[src/design/uartPkg.sv]
`default_nettype none

package uartPkg;

	////////////////////////////////
	// frame format
	////////////////////////////////
	localparam int dataBits = 8;		// payload bits per frame
	localparam int sbTick = 16;		// ticks in the stop bit
	localparam int osTicks = 16;		// ticks per start/data bit

	////////////////////////////////
	// widths
	////////////////////////////////
	typedef logic [dataBits-1:0] uartData_t;	// one byte through fifos and shifters
	typedef logic [15:0] divisor_t;		// baud divisor
	typedef logic [11:0] apbAddr_t;
	typedef logic [31:0] apbData_t;

	// register map, byte offsets
	localparam apbAddr_t regDataOff = 12'h000;	// tx push / rx pop
	localparam apbAddr_t regStatOff = 12'h004;	// flags + sticky overrun
	localparam apbAddr_t regDivOff = 12'h008;	// baud divisor

	// shared by both serial machines
	typedef enum logic [1:0] {
		idle = 2'b00,
		start = 2'b01,
		data = 2'b10,
		stop = 2'b11
	} serState_t;

endpackage

`default_nettype wire

[src/design/fifoIf.sv]
`default_nettype none

// access to one show-ahead fifo
interface fifoIf;

	logic push;			// write strobe
	uartPkg::uartData_t wrData;
	logic full;
	logic pop;			// read strobe, head advances
	uartPkg::uartData_t rdData;	// always the current head
	logic empty;

	// producer side, sees both flags for status
	modport writer (output push, wrData, input full, empty);

	// consumer side
	modport reader (output pop, input rdData, empty, full);

	// the storage itself
	modport store (input push, wrData, pop, output full, rdData, empty);

endinterface

`default_nettype wire

[src/design/uartRegs.sv]
`default_nettype none

module uartRegs #(
	parameter uartPkg::divisor_t divisorReset = 16'd1
) (
	input logic clk,
	input logic reset,
	input logic psel,
	input logic penable,
	input logic pwrite,
	input uartPkg::apbAddr_t paddr,
	input uartPkg::apbData_t pwdata,
	output uartPkg::apbData_t prdata,
	output logic pready,
	output logic pslverr,
	fifoIf.writer txQ,		// regs -> transmitter
	fifoIf.reader rxQ,		// receiver -> regs
	input logic overrun,
	output uartPkg::divisor_t divisor
);

	////////////////////////////////
	// address decode
	////////////////////////////////
	logic access;		// access phase of a transfer
	logic wrEn;
	logic rdEn;
	logic hitData;
	logic hitStat;
	logic hitDiv;
	logic mapped;

	uartPkg::divisor_t divReg;
	logic overrunSticky;
	logic [4:0] status;

	assign access = psel & penable;
	assign wrEn = access & pwrite;
	assign rdEn = access & ~pwrite;

	assign hitData = (paddr == uartPkg::regDataOff);
	assign hitStat = (paddr == uartPkg::regStatOff);
	assign hitDiv = (paddr == uartPkg::regDivOff);
	assign mapped = hitData | hitStat | hitDiv;

	assign pready = 1'b1;		// never stalls
	assign pslverr = access & ~mapped;	// unmapped offset

	////////////////////////////////
	// fifo strobes
	////////////////////////////////
	// fifo itself drops push when full
	assign txQ.push = wrEn & hitData;
	assign txQ.wrData = pwdata[uartPkg::dataBits-1:0];

	// read returns head, pop advances it after this cycle
	assign rxQ.pop = rdEn & hitData;

	////////////////////////////////
	// divisor and overrun
	////////////////////////////////
	always_ff @(posedge clk or posedge reset)
	begin
		if (reset)
		begin
			divReg <= divisorReset;
			overrunSticky <= 1'b0;
		end
		else
		begin
			if (wrEn && hitDiv)
				divReg <= pwdata[15:0];

			// a new overrun beats a same-cycle clear
			if (overrun)
				overrunSticky <= 1'b1;
			else if (wrEn && hitStat && pwdata[4])
				overrunSticky <= 1'b0;	// write 1 to clear
		end
	end

	assign divisor = divReg;

	// bit 0 txFull .. bit 4 overrun
	assign status = {overrunSticky, rxQ.empty, rxQ.full, txQ.empty, txQ.full};

	////////////////////////////////
	// read mux
	////////////////////////////////
	always_comb
	begin
		prdata = '0;
		if (rdEn)
		begin
			if (hitData)
				prdata = {24'd0, rxQ.rdData};	// head of rx fifo
			else if (hitStat)
				prdata = {27'd0, status};
			else if (hitDiv)
				prdata = {16'd0, divReg};
		end
	end

endmodule

`default_nettype wire

[src/design/baudTickGen.sv]
`default_nettype none

// oversampling tick, one pulse every divisor+1 clocks
module baudTickGen (
	input logic clk,
	input logic reset,
	input uartPkg::divisor_t divisor,
	output logic sTick
);

	uartPkg::divisor_t cnt;	// counts down to zero

	always_ff @(posedge clk or posedge reset)
	begin
		if (reset)
			cnt <= '0;
		else if (cnt == '0)
			cnt <= divisor;		// new divisor picked up here
		else
			cnt <= cnt - 1'b1;
	end

	// pulse on the zero cycle
	assign sTick = (cnt == '0);

endmodule

`default_nettype wire

[src/design/uartFifo.sv]
`default_nettype none

// show-ahead circular buffer, head always on rdData
module uartFifo #(
	parameter int fifoDepthLog2 = 4
) (
	input logic clk,
	input logic reset,
	fifoIf.store q
);

	localparam int depth = 2 ** fifoDepthLog2;

	////////////////////////////////
	// storage and pointers
	////////////////////////////////
	uartPkg::uartData_t mem [depth];

	// extra msb tells full from empty
	logic [fifoDepthLog2:0] wrPtr;
	logic [fifoDepthLog2:0] rdPtr;

	logic doPush;
	logic doPop;

	assign q.empty = (wrPtr == rdPtr);
	assign q.full = (wrPtr[fifoDepthLog2] != rdPtr[fifoDepthLog2]) &&
		(wrPtr[fifoDepthLog2-1:0] == rdPtr[fifoDepthLog2-1:0]);

	// drop push when full, pop when empty
	assign doPush = q.push & ~q.full;
	assign doPop = q.pop & ~q.empty;

	always_ff @(posedge clk)
	begin
		if (doPush)
			mem[wrPtr[fifoDepthLog2-1:0]] <= q.wrData;
	end

	always_ff @(posedge clk or posedge reset)
	begin
		if (reset)
		begin
			wrPtr <= '0;
			rdPtr <= '0;
		end
		else
		begin
			if (doPush)
				wrPtr <= wrPtr + 1'b1;
			if (doPop)
				rdPtr <= rdPtr + 1'b1;	// push and pop may coincide
		end
	end

	assign q.rdData = mem[rdPtr[fifoDepthLog2-1:0]];	// head

endmodule

`default_nettype wire

[src/design/uartTrans.sv]
`default_nettype none

module uartTrans (
	input logic clk,
	input logic reset,
	input logic sTick,
	fifoIf.reader txQ,
	output logic tx
);

	localparam int cntW = $clog2(uartPkg::osTicks);	// tick counter width
	localparam int bitW = $clog2(uartPkg::dataBits);	// bit counter width

	uartPkg::serState_t stateReg, stateNext;
	logic [cntW-1:0] sReg, sNext;		// ticks within a bit
	logic [bitW-1:0] nReg, nNext;		// bits sent
	uartPkg::uartData_t bReg, bNext;	// shift register, lsb goes out
	logic txReg, txNext;		// registered line
	logic txDoneTick;			// pops the fifo

	////////////////////////////////
	// state registers
	////////////////////////////////
	always_ff @(posedge clk or posedge reset)
	begin
		if (reset)
		begin
			stateReg <= uartPkg::idle;
			sReg <= '0;
			nReg <= '0;
			bReg <= '0;
			txReg <= 1'b1;		// line idles high
		end
		else
		begin
			stateReg <= stateNext;
			sReg <= sNext;
			nReg <= nNext;
			bReg <= bNext;
			txReg <= txNext;
		end
	end

	////////////////////////////////
	// next state
	////////////////////////////////
	always_comb
	begin
		stateNext = stateReg;
		sNext = sReg;
		nNext = nReg;
		bNext = bReg;
		txNext = txReg;
		txDoneTick = 1'b0;

		case (stateReg)
			uartPkg::idle:
			begin
				txNext = 1'b1;
				if (!txQ.empty)		// start request
				begin
					txDoneTick = 1'b1;	// pop and latch head together
					bNext = txQ.rdData;
					sNext = '0;
					stateNext = uartPkg::start;
				end
			end
			uartPkg::start:
			begin
				txNext = 1'b0;		// start bit
				if (sTick)
				begin
					if (sReg == cntW'(uartPkg::osTicks - 1))
					begin
						sNext = '0;
						nNext = '0;
						stateNext = uartPkg::data;
					end
					else
						sNext = sReg + 1'b1;
				end
			end
			uartPkg::data:
			begin
				txNext = bReg[0];	// lsb first
				if (sTick)
				begin
					if (sReg == cntW'(uartPkg::osTicks - 1))
					begin
						sNext = '0;
						bNext = bReg >> 1;
						if (nReg == bitW'(uartPkg::dataBits - 1))
							stateNext = uartPkg::stop;
						else
							nNext = nReg + 1'b1;
					end
					else
						sNext = sReg + 1'b1;
				end
			end
			uartPkg::stop:
			begin
				txNext = 1'b1;
				if (sTick)
				begin
					if (sReg == cntW'(uartPkg::sbTick - 1))
						stateNext = uartPkg::idle;	// next byte may start at once
					else
						sNext = sReg + 1'b1;
				end
			end
			default: stateNext = uartPkg::idle;
		endcase
	end

	assign txQ.pop = txDoneTick;
	assign tx = txReg;

endmodule

`default_nettype wire

[src/design/uartRecv.sv]
`default_nettype none

module uartRecv (
	input logic clk,
	input logic reset,
	input logic sTick,
	input logic rx,
	fifoIf.writer rxQ,
	output logic overrun
);

	localparam int cntW = $clog2(uartPkg::osTicks);
	localparam int bitW = $clog2(uartPkg::dataBits);

	logic rxMeta, rxSync;		// two-flop synchronizer
	logic rxPrev;			// for edge detect
	logic fallEdge;

	uartPkg::serState_t stateReg, stateNext;
	logic [cntW-1:0] sReg, sNext;
	logic [bitW-1:0] nReg, nNext;
	uartPkg::uartData_t bReg, bNext;	// shifts in from the top
	logic byteDone;			// good stop bit sampled

	////////////////////////////////
	// input sync
	////////////////////////////////
	always_ff @(posedge clk or posedge reset)
	begin
		if (reset)
		begin
			rxMeta <= 1'b1;
			rxSync <= 1'b1;
			rxPrev <= 1'b1;
		end
		else
		begin
			rxMeta <= rx;
			rxSync <= rxMeta;
			rxPrev <= rxSync;
		end
	end

	assign fallEdge = rxPrev & ~rxSync;

	always_ff @(posedge clk or posedge reset)
	begin
		if (reset)
		begin
			stateReg <= uartPkg::idle;
			sReg <= '0;
			nReg <= '0;
			bReg <= '0;
		end
		else
		begin
			stateReg <= stateNext;
			sReg <= sNext;
			nReg <= nNext;
			bReg <= bNext;
		end
	end

	////////////////////////////////
	// next state
	////////////////////////////////
	always_comb
	begin
		stateNext = stateReg;
		sNext = sReg;
		nNext = nReg;
		bNext = bReg;
		byteDone = 1'b0;

		case (stateReg)
			uartPkg::idle:
			begin
				if (fallEdge)
				begin
					sNext = '0;
					stateNext = uartPkg::start;
				end
			end
			uartPkg::start:
			begin
				if (sTick)
				begin
					// middle of start bit
					if (sReg == cntW'(uartPkg::osTicks / 2 - 1))
					begin
						sNext = '0;
						nNext = '0;
						if (!rxSync)
							stateNext = uartPkg::data;
						else
							stateNext = uartPkg::idle;	// glitch, not a start
					end
					else
						sNext = sReg + 1'b1;
				end
			end
			uartPkg::data:
			begin
				if (sTick)
				begin
					if (sReg == cntW'(uartPkg::osTicks - 1))
					begin
						sNext = '0;
						bNext = {rxSync, bReg[uartPkg::dataBits-1:1]};	// lsb first
						if (nReg == bitW'(uartPkg::dataBits - 1))
							stateNext = uartPkg::stop;
						else
							nNext = nReg + 1'b1;
					end
					else
						sNext = sReg + 1'b1;
				end
			end
			uartPkg::stop:
			begin
				if (sTick)
				begin
					if (sReg == cntW'(uartPkg::sbTick - 1))
					begin
						byteDone = rxSync;	// low stop bit drops the frame
						stateNext = uartPkg::idle;
					end
					else
						sNext = sReg + 1'b1;
				end
			end
			default: stateNext = uartPkg::idle;
		endcase
	end

	// full fifo loses the byte and flags it
	assign rxQ.push = byteDone & ~rxQ.full;
	assign rxQ.wrData = bReg;
	assign overrun = byteDone & rxQ.full;

endmodule

`default_nettype wire

[src/design/uartPeriph.sv]
`default_nettype none

module uartPeriph #(
	parameter int fifoDepthLog2 = 4,
	parameter uartPkg::divisor_t divisorReset = 16'd1
) (
	input logic clk,
	input logic reset,
	input logic psel,
	input logic penable,
	input logic pwrite,
	input uartPkg::apbAddr_t paddr,
	input uartPkg::apbData_t pwdata,
	output uartPkg::apbData_t prdata,
	output logic pready,
	output logic pslverr,
	input logic rx,
	output logic tx
);

	////////////////////////////////
	// internal nets
	////////////////////////////////
	uartPkg::divisor_t divisor;
	logic sTick;		// 16x oversampling
	logic overrun;

	fifoIf txIf ();		// regs -> transmitter
	fifoIf rxIf ();		// receiver -> regs

	uartRegs #(
		.divisorReset(divisorReset)
	) regs (
		.clk(clk),
		.reset(reset),
		.psel(psel),
		.penable(penable),
		.pwrite(pwrite),
		.paddr(paddr),
		.pwdata(pwdata),
		.prdata(prdata),
		.pready(pready),
		.pslverr(pslverr),
		.txQ(txIf.writer),
		.rxQ(rxIf.reader),
		.overrun(overrun),
		.divisor(divisor)
	);

	baudTickGen tickGen (.clk(clk), .reset(reset), .divisor(divisor), .sTick(sTick));

	// same fifo, one per direction
	uartFifo #(.fifoDepthLog2(fifoDepthLog2)) txFifo (.clk(clk), .reset(reset), .q(txIf.store));
	uartFifo #(.fifoDepthLog2(fifoDepthLog2)) rxFifo (.clk(clk), .reset(reset), .q(rxIf.store));

	uartTrans trans (
		.clk(clk),
		.reset(reset),
		.sTick(sTick),
		.txQ(txIf.reader),
		.tx(tx)
	);

	uartRecv recv (
		.clk(clk),
		.reset(reset),
		.sTick(sTick),
		.rx(rx),
		.rxQ(rxIf.writer),
		.overrun(overrun)
	);

endmodule

`default_nettype wire

[config.mk]
export PLATFORM = sky130hd
export DESIGN_NAME = uartPeriph
export DESIGN_NICKNAME = d
export VERILOG_FILES = /design/src/design/uartPkg.sv /design/src/design/fifoIf.sv /design/src/design/uartRegs.sv /design/src/design/baudTickGen.sv /design/src/design/uartFifo.sv /design/src/design/uartTrans.sv /design/src/design/uartRecv.sv /design/src/design/uartPeriph.sv
export SDC_FILE = /design/constraint.sdc
export NUM_CORES = 1
export LEC_CHECK = 0
export ABC_AREA = 0
export BUFFER_PORTS_ARGS = -buffer_cell sky130_fd_sc_hd__buf_2
export CAP_MARGIN = 40
export CORE_MARGIN = 4
export CORE_UTILIZATION = 40
export CTS_CLUSTER_DIAMETER = 30
export CTS_CLUSTER_SIZE = 12
export DETAILED_ROUTE_END_ITERATION = 10
export GPL_TIMING_DRIVEN = 0
export PLACE_DENSITY = 0.64
export SETUP_SLACK_MARGIN = 0.15
export SYNTH_ARGS = -nofsm -noshare
export SYNTH_HDL_FRONTEND = slang
export SYNTH_HIERARCHICAL = 1
export SYNTH_SLANG_ARGS = --single-unit
[constraint.sdc]
create_clock -name clk -period 3.8 [get_ports clk]
set_input_delay 0.38 -clock clk [delete_from_list [all_inputs] [get_ports clk]]
set_output_delay 0.38 -clock clk [all_outputs]
set_load 0.005 [all_outputs]
# Yosys cells after proc, flatten, opt, wreduce, memory -nomap -nowiden
# Memories as Yosys holds them, arrays and structs flattened.
# Index checks and enable logic that the tools add are counted.
# op_classes
add_sub_neg,9
eq_ne,40
n_mux,66
n_reduce_logical,23
n_bitwise,22
# op_table
op,count
$mux 32,3
$mux 4,12
$mux 2,17
$mux 16,2
$ne 2x1->1 const B,16
$mux 3,10
$mux 8,3
$add 5x1->5 const B,4
$logic_not 16->1,1
$pmux 2 s4,2
$pmux 4 s4,1
$pmux 8 s2,1
$reduce_and 8->1,2
$sub 16x1->16 const B,1
$and 1x1->1,13
$eq 12x3->1 const B,1
$eq 12x4->1 const B,1
$logic_not 12->1,1
$pmux 3 s2,2
$pmux 4 s3,1
$reduce_and 6->1,2
$mux 1,11
$eq 5x5->1,2
$ne 2x2->1 const B,5
other kinds (19),46
# totals
n_memories,2
regBits,91
output_inout_bits,35
ramBits,256
inputBits,50
elab_cells,181
# mem_list
name,words,word_bits,read_ports,rd_ports_with_merged_regs,write_ports,line,rtl
rxFifo.mem,16,8,1,0,1,uartFifo.sv:17,uartPkg::uartData_t mem [depth];
txFifo.mem,16,8,1,0,1,uartFifo.sv:17,

# Longest topological paths before layout
# depth
depth_word,8
ltp_mapped,15
depth_no_buf,13

# Cells and area by module
# The synthesis kept the hierarchy.
# by_module_without_submodules
mod,seq_area_each_um2,cells_each,n_inst,area_each_um2
uartFifo,4093.9,284,2,5565.3
uartRegs,426.7,119,1,1218.7
uartRecv,504.2,95,1,1043.5
uartTrans,451.7,100,1,1037.2
baudTickGen,400.4,101,1,917.1

# Worst setup path before layout
# Ideal clock, no wire load.
# synth_timing
path_type,reg2reg
start,register tickGen.cnt[0]
end,"memory rxFifo/mem[14][0] (netlist name), enable pin"
required_ns,3.417
synth_period_minus_slack_ns,3.846
path_buffers,2
setup_time_ns,0.383
slack_ns,-0.046
stages_incl_launch_ff,14
t_arrival_ns,3.463
path_cell_list,dfrtp_1 -> inv_1 -> ha_1 -> or3b_2 -> or4_1 -> clkbuf_1 -> buf_2 -> inv_1 -> nand4_2 -> nor2_1 -> nand2_1 -> nor2_1 -> nand2_1 -> nor3_1
# synth_via
elab_chain_len,7
# synth_rtl
element,line,rtl
start: declaration,baudTickGen.sv:11,uartPkg::divisor_t cnt;
start signal: assignment,baudTickGen.sv:18,cnt <= divisor;
start signal: assignment,baudTickGen.sv:20,cnt <= cnt - 1'b1;
$logic_not 16->1,baudTickGen.sv:24,assign sTick = (cnt == '0);
via sTick,uartPeriph.sv:25,logic sTick;
$mux 1,uartRecv.sv:121,if (sTick)
$mux 1,uartRecv.sv:75,case (stateReg)
$and 1x1->1,uartRecv.sv:137,assign rxQ.push = byteDone & ~rxQ.full;
via rxIf.push,fifoIf.sv:6,logic push;
$and 1x1->1,uartFifo.sv:31,assign doPush = q.push & ~q.full;
$mux 1,uartFifo.sv:36,if (doPush)
$mux 1 (not written as such),uartFifo.sv:37,mem[wrPtr[fifoDepthLog2-1:0]] <= q.wrData;
end: declaration,uartFifo.sv:17,
# The timed path passes the listed nets, and every way through them passes these cells.

# Worst setup path after layout
# layout_timing
start,register tickGen.cnt[11]
end,"memory rxFifo/mem[11][2] (netlist name), enable pin"
# The elaborated chain is that of the path after synthesis.

==> results.yml <==
power_and_ir_drop:
  irDropWorstVdd_uv: 422
  p_per_area_nw_per_um2: 563
  p_leak_uw: 0.00669
sta:
  max_slew_margin: 0.380
  fin_ws_ns: 0.282
  finalHoldViolations: 0
  fmaxAchievable_mhz: 284
  min_period_over_period: 0.926
  timing.hold.ws_ns: 0.0484
  fin_skew_ns: 0.0188
  tns_ns: 0
  setup_viol: 0
  worst_pin_slew_ns: 0.921
  period_needed_ns: 3.52
  maxSlewViolCount: 0
  rsz0062_at_grt: "false"
floorplanning:
  fp.coreArea_um2: 37800
  rows: 71
  io_pins: 85
  die_w_um: 204
  die_h_um: 204
  start_util: 0.406
  die-area_um2: 41600
placement:
  gp_congestion: 0.810
  dp_slack_ns: -0.956
  portBuffers: 51
  post_dp_cell_area_um2: 16400
  hpwl_um: 23000
routing:
  viasPerCell: 5.28
  dr.max_layer_used: "met4"
  drt_iter0_drc: 624
  vias: 9010
  drc: 0
  drt-total-wl_um: 35200
  drt-met1-wl_um: 14400
  wl_met2_um: 17500
  wl_per_cell_um: 20.6
  dr_wl_met3_um: 2530
  ant_nets: 0
  dr.pass1.iters: 6
synthesis:
  synth_cells: 983
  avgSynthCellArea_um2: 15.6
  ys_ff_latch: 347
  synth_largest_area_cell: "edfxtp_1"
  synth_top_area_frac: 0.501
  yosysSeqAreaShare: 0.650
  synth-edff-count: 256
  yosys-top-cells-area: "edfxtp_1 50%, dfrtp_1 14%, mux4_2 7.6%"
  netlist_area_um2: 15300
  synth_ff_type: "edfxtp_1"
  ys_warn_count: 6
  synthArstFlopShare: 0.262
  yosysUniqueCellTypes: 78
clock_tree:
  htreeDepth: 2
  clock_latency_ns: 0.58
  cts_sinks: 347
  path_clk_slew_ns: 0.05
  cts-buffers-inserted: 61
  clockBufferDepth: 3
  tritoncts: "done"
  cts_root_buf: "clkbuf_16"
global_route:
  grt_use_total: 0.170
  grt_pass1_wl_um: 54100
  grt_overflow: 0
  grt_max_degree: 21
  antenna_found_initial: 1
  first_global_vias: 9171
final_layout:
  final_util: 0.501
  n_antenna_cell: 0
  syn2layout_area_growth_pct: 23.3
  nNetsFinal: 1219
  stdcell_area_um2: 18900
  drive_gt1_frac: 0.317
  fillers: 3140
worst_setup_path:
  r2r_slack_ns: 0.28
  reg2reg_depth: 13
  start_kind: "flip-flop"
  path_class: "flip-flop to flip-flop"
  worstPathArrival_ns: 3.80
  r2r-start: "tickGen/cnt[11]"
  worstPathRequired_ns: 4.08
  end_kind: "flip-flop"
  reg2reg_to: "rxFifo/mem[11][2]"
  crit_fanout: 10
run:
  drv_cap: 0
hold_path:
  hold_depth: 2
  min_path_type: "primary input to flip-flop"
  hold_end: "regs/divisor[10]"
  hp-start: "pwdata[10]"
run_status:
  outcome: "finished clean"
[worst max path at each step]
stage | cells past startpoint | to | start | slack, ns
finish | 13 | rxFifo/mem[11][2] | tickGen/cnt[11] | 0.28
floorplan | 13 | rxFifo/mem[15][0] | tickGen/cnt[0] | 0.18
CTS | 14 | rxFifo/mem[13][3] | tickGen/cnt[0] | 0.14
detailed placement | 13 | rxFifo/mem[4][4] | tickGen/cnt[0] | -0.96
global placement | 13 | rxFifo/mem[4][7] | tickGen/cnt[0] | -0.93
global route | 14 | rxFifo/wrPtr[1] | tickGen/cnt[11] | 0.16
[report_power, final]
part	switching [uW]	leakage, uW	internal [uW]
clock network	1860	0.000996	3550
logic	475	0.00248	390
registers	149	0.00322	4230
total	2490	0.00669	8170
[sequential cells by signal, summed over array words and instances (netlist names), 2 cells and up, named ones only]
register / count
rxFifo/wrPtr: 5
regs/divisor: 16
trans/stateReg: 2
recv/sReg: 4
rxFifo/mem: 128
txFifo/rdPtr: 5
recv/nReg: 3
trans/bReg: 8
txFifo/mem: 128
txFifo/wrPtr: 5
tickGen/cnt: 16
rxFifo/rdPtr: 5
recv/rxQ.wrData: 8
trans/sReg: 4
trans/nReg: 3
[stage by stage]
stage / instances / total power, uW
floorplan: 998 / 5060
global placement: 1560 / 5250
detailed placement: 1569 / 5280
CTS: 1697 / 10700
global route: 1708 / 11100
finish: 1708 / 10700
[worst max-delay path, stage by stage (launching register included)]
cell and delay, ns:
dfrtp_1 0.42, or4_1 0.57, or4_1 0.54, clkbuf_1 0.15, buf_4 0.19, clkinvlp_4 0.17
nand4_4 0.15, nor2_4 0.18, nand2_2 0.08, nor2_4 0.19, buf_12 0.15, nand2_2 0.13
nor2_4 0.15, buf_4 0.15
[synthesized netlist by cell type (9+ instances only)]
| library cell | n |
|---|---|
| buf_4 | 28 |
| and3_1 | 15 |
| nand2_1 | 56 |
| clkbuf_1 | 10 |
| inv_1 | 21 |
| nor3_1 | 16 |
| nor2b_1 | 11 |
| nor2_1 | 69 |
| buf_2 | 18 |
| mux4_2 | 52 |
| buf_6 | 9 |
| nand3_1 | 9 |
| o21ai_0 | 15 |
| dfrtp_1 | 86 |
| a22oi_1 | 32 |
| ha_1 | 23 |
| xnor2_1 | 28 |
| mux4_1 | 12 |
| edfxtp_1 | 256 |
| a21oi_1 | 22 |
| mux2_2 | 30 |
[cells in the final DEF (no fill, tap or decap), types with 30 or more instances in the layout]
master     synthesis  final
clkbuf_16          0     62
mux4_2            52     52
a22oi_1           32     32
mux2_2            30     30
edfxtp_1         256    256
nand2_1           56     51
nor2_1            69     54
dfrtp_1           86     86
buf_2             18     71
buf_4             28     48
[layer usage]
| layer | vias up | GRT usage |
|---|---|---|
| met4 | 0 | 0.0441 |
| met1 | 4543 | 0.230 |
| met3 | 55 | 0.0403 |
| met2 | 253 | 0.279 |
| met5 | - | 0 |
| li1 | 4159 | - |
[repair_timing]
action	in CTS	in global routing
setup endpoints to repair	133	132
gates resized for setup	38	11
setup buffers	12	6
endpoints found under the hold margin	11	0
pin swaps	13	5
hold buffers	2	0
[cell families (layout without fill, tap and decap cells)]
kind of cell / Yosys count / count (layout) / share of synthesized area
compound gates: 152 / 152 / 0.0722
xor+xnor: 31 / 31 / 0.0177
fa+ha+maj: 23 / 23 / 0.0188
buf+inv: 93 / 292 / 0.0376
flops: 347 / 347 / 0.650
mux: 103 / 103 / 0.125
other cells: 2 / 17 / 0.000489
simple gates: 232 / 232 / 0.0786
[cell type report]
type	count	area [um2]	share of cell area
clock inverters	44	482	0.0255
multi-input cells	558	5040	0.266
inverters	22	86.3	0.00456
clock buffers	70	1590	0.0841
flip-flops and latches	347	9970	0.527
repair buffers	85	616	0.0325
plain buffers	71	498	0.0263
well taps	511	639	0.0338
No activity file was read; power rests on OpenSTA's default activity.
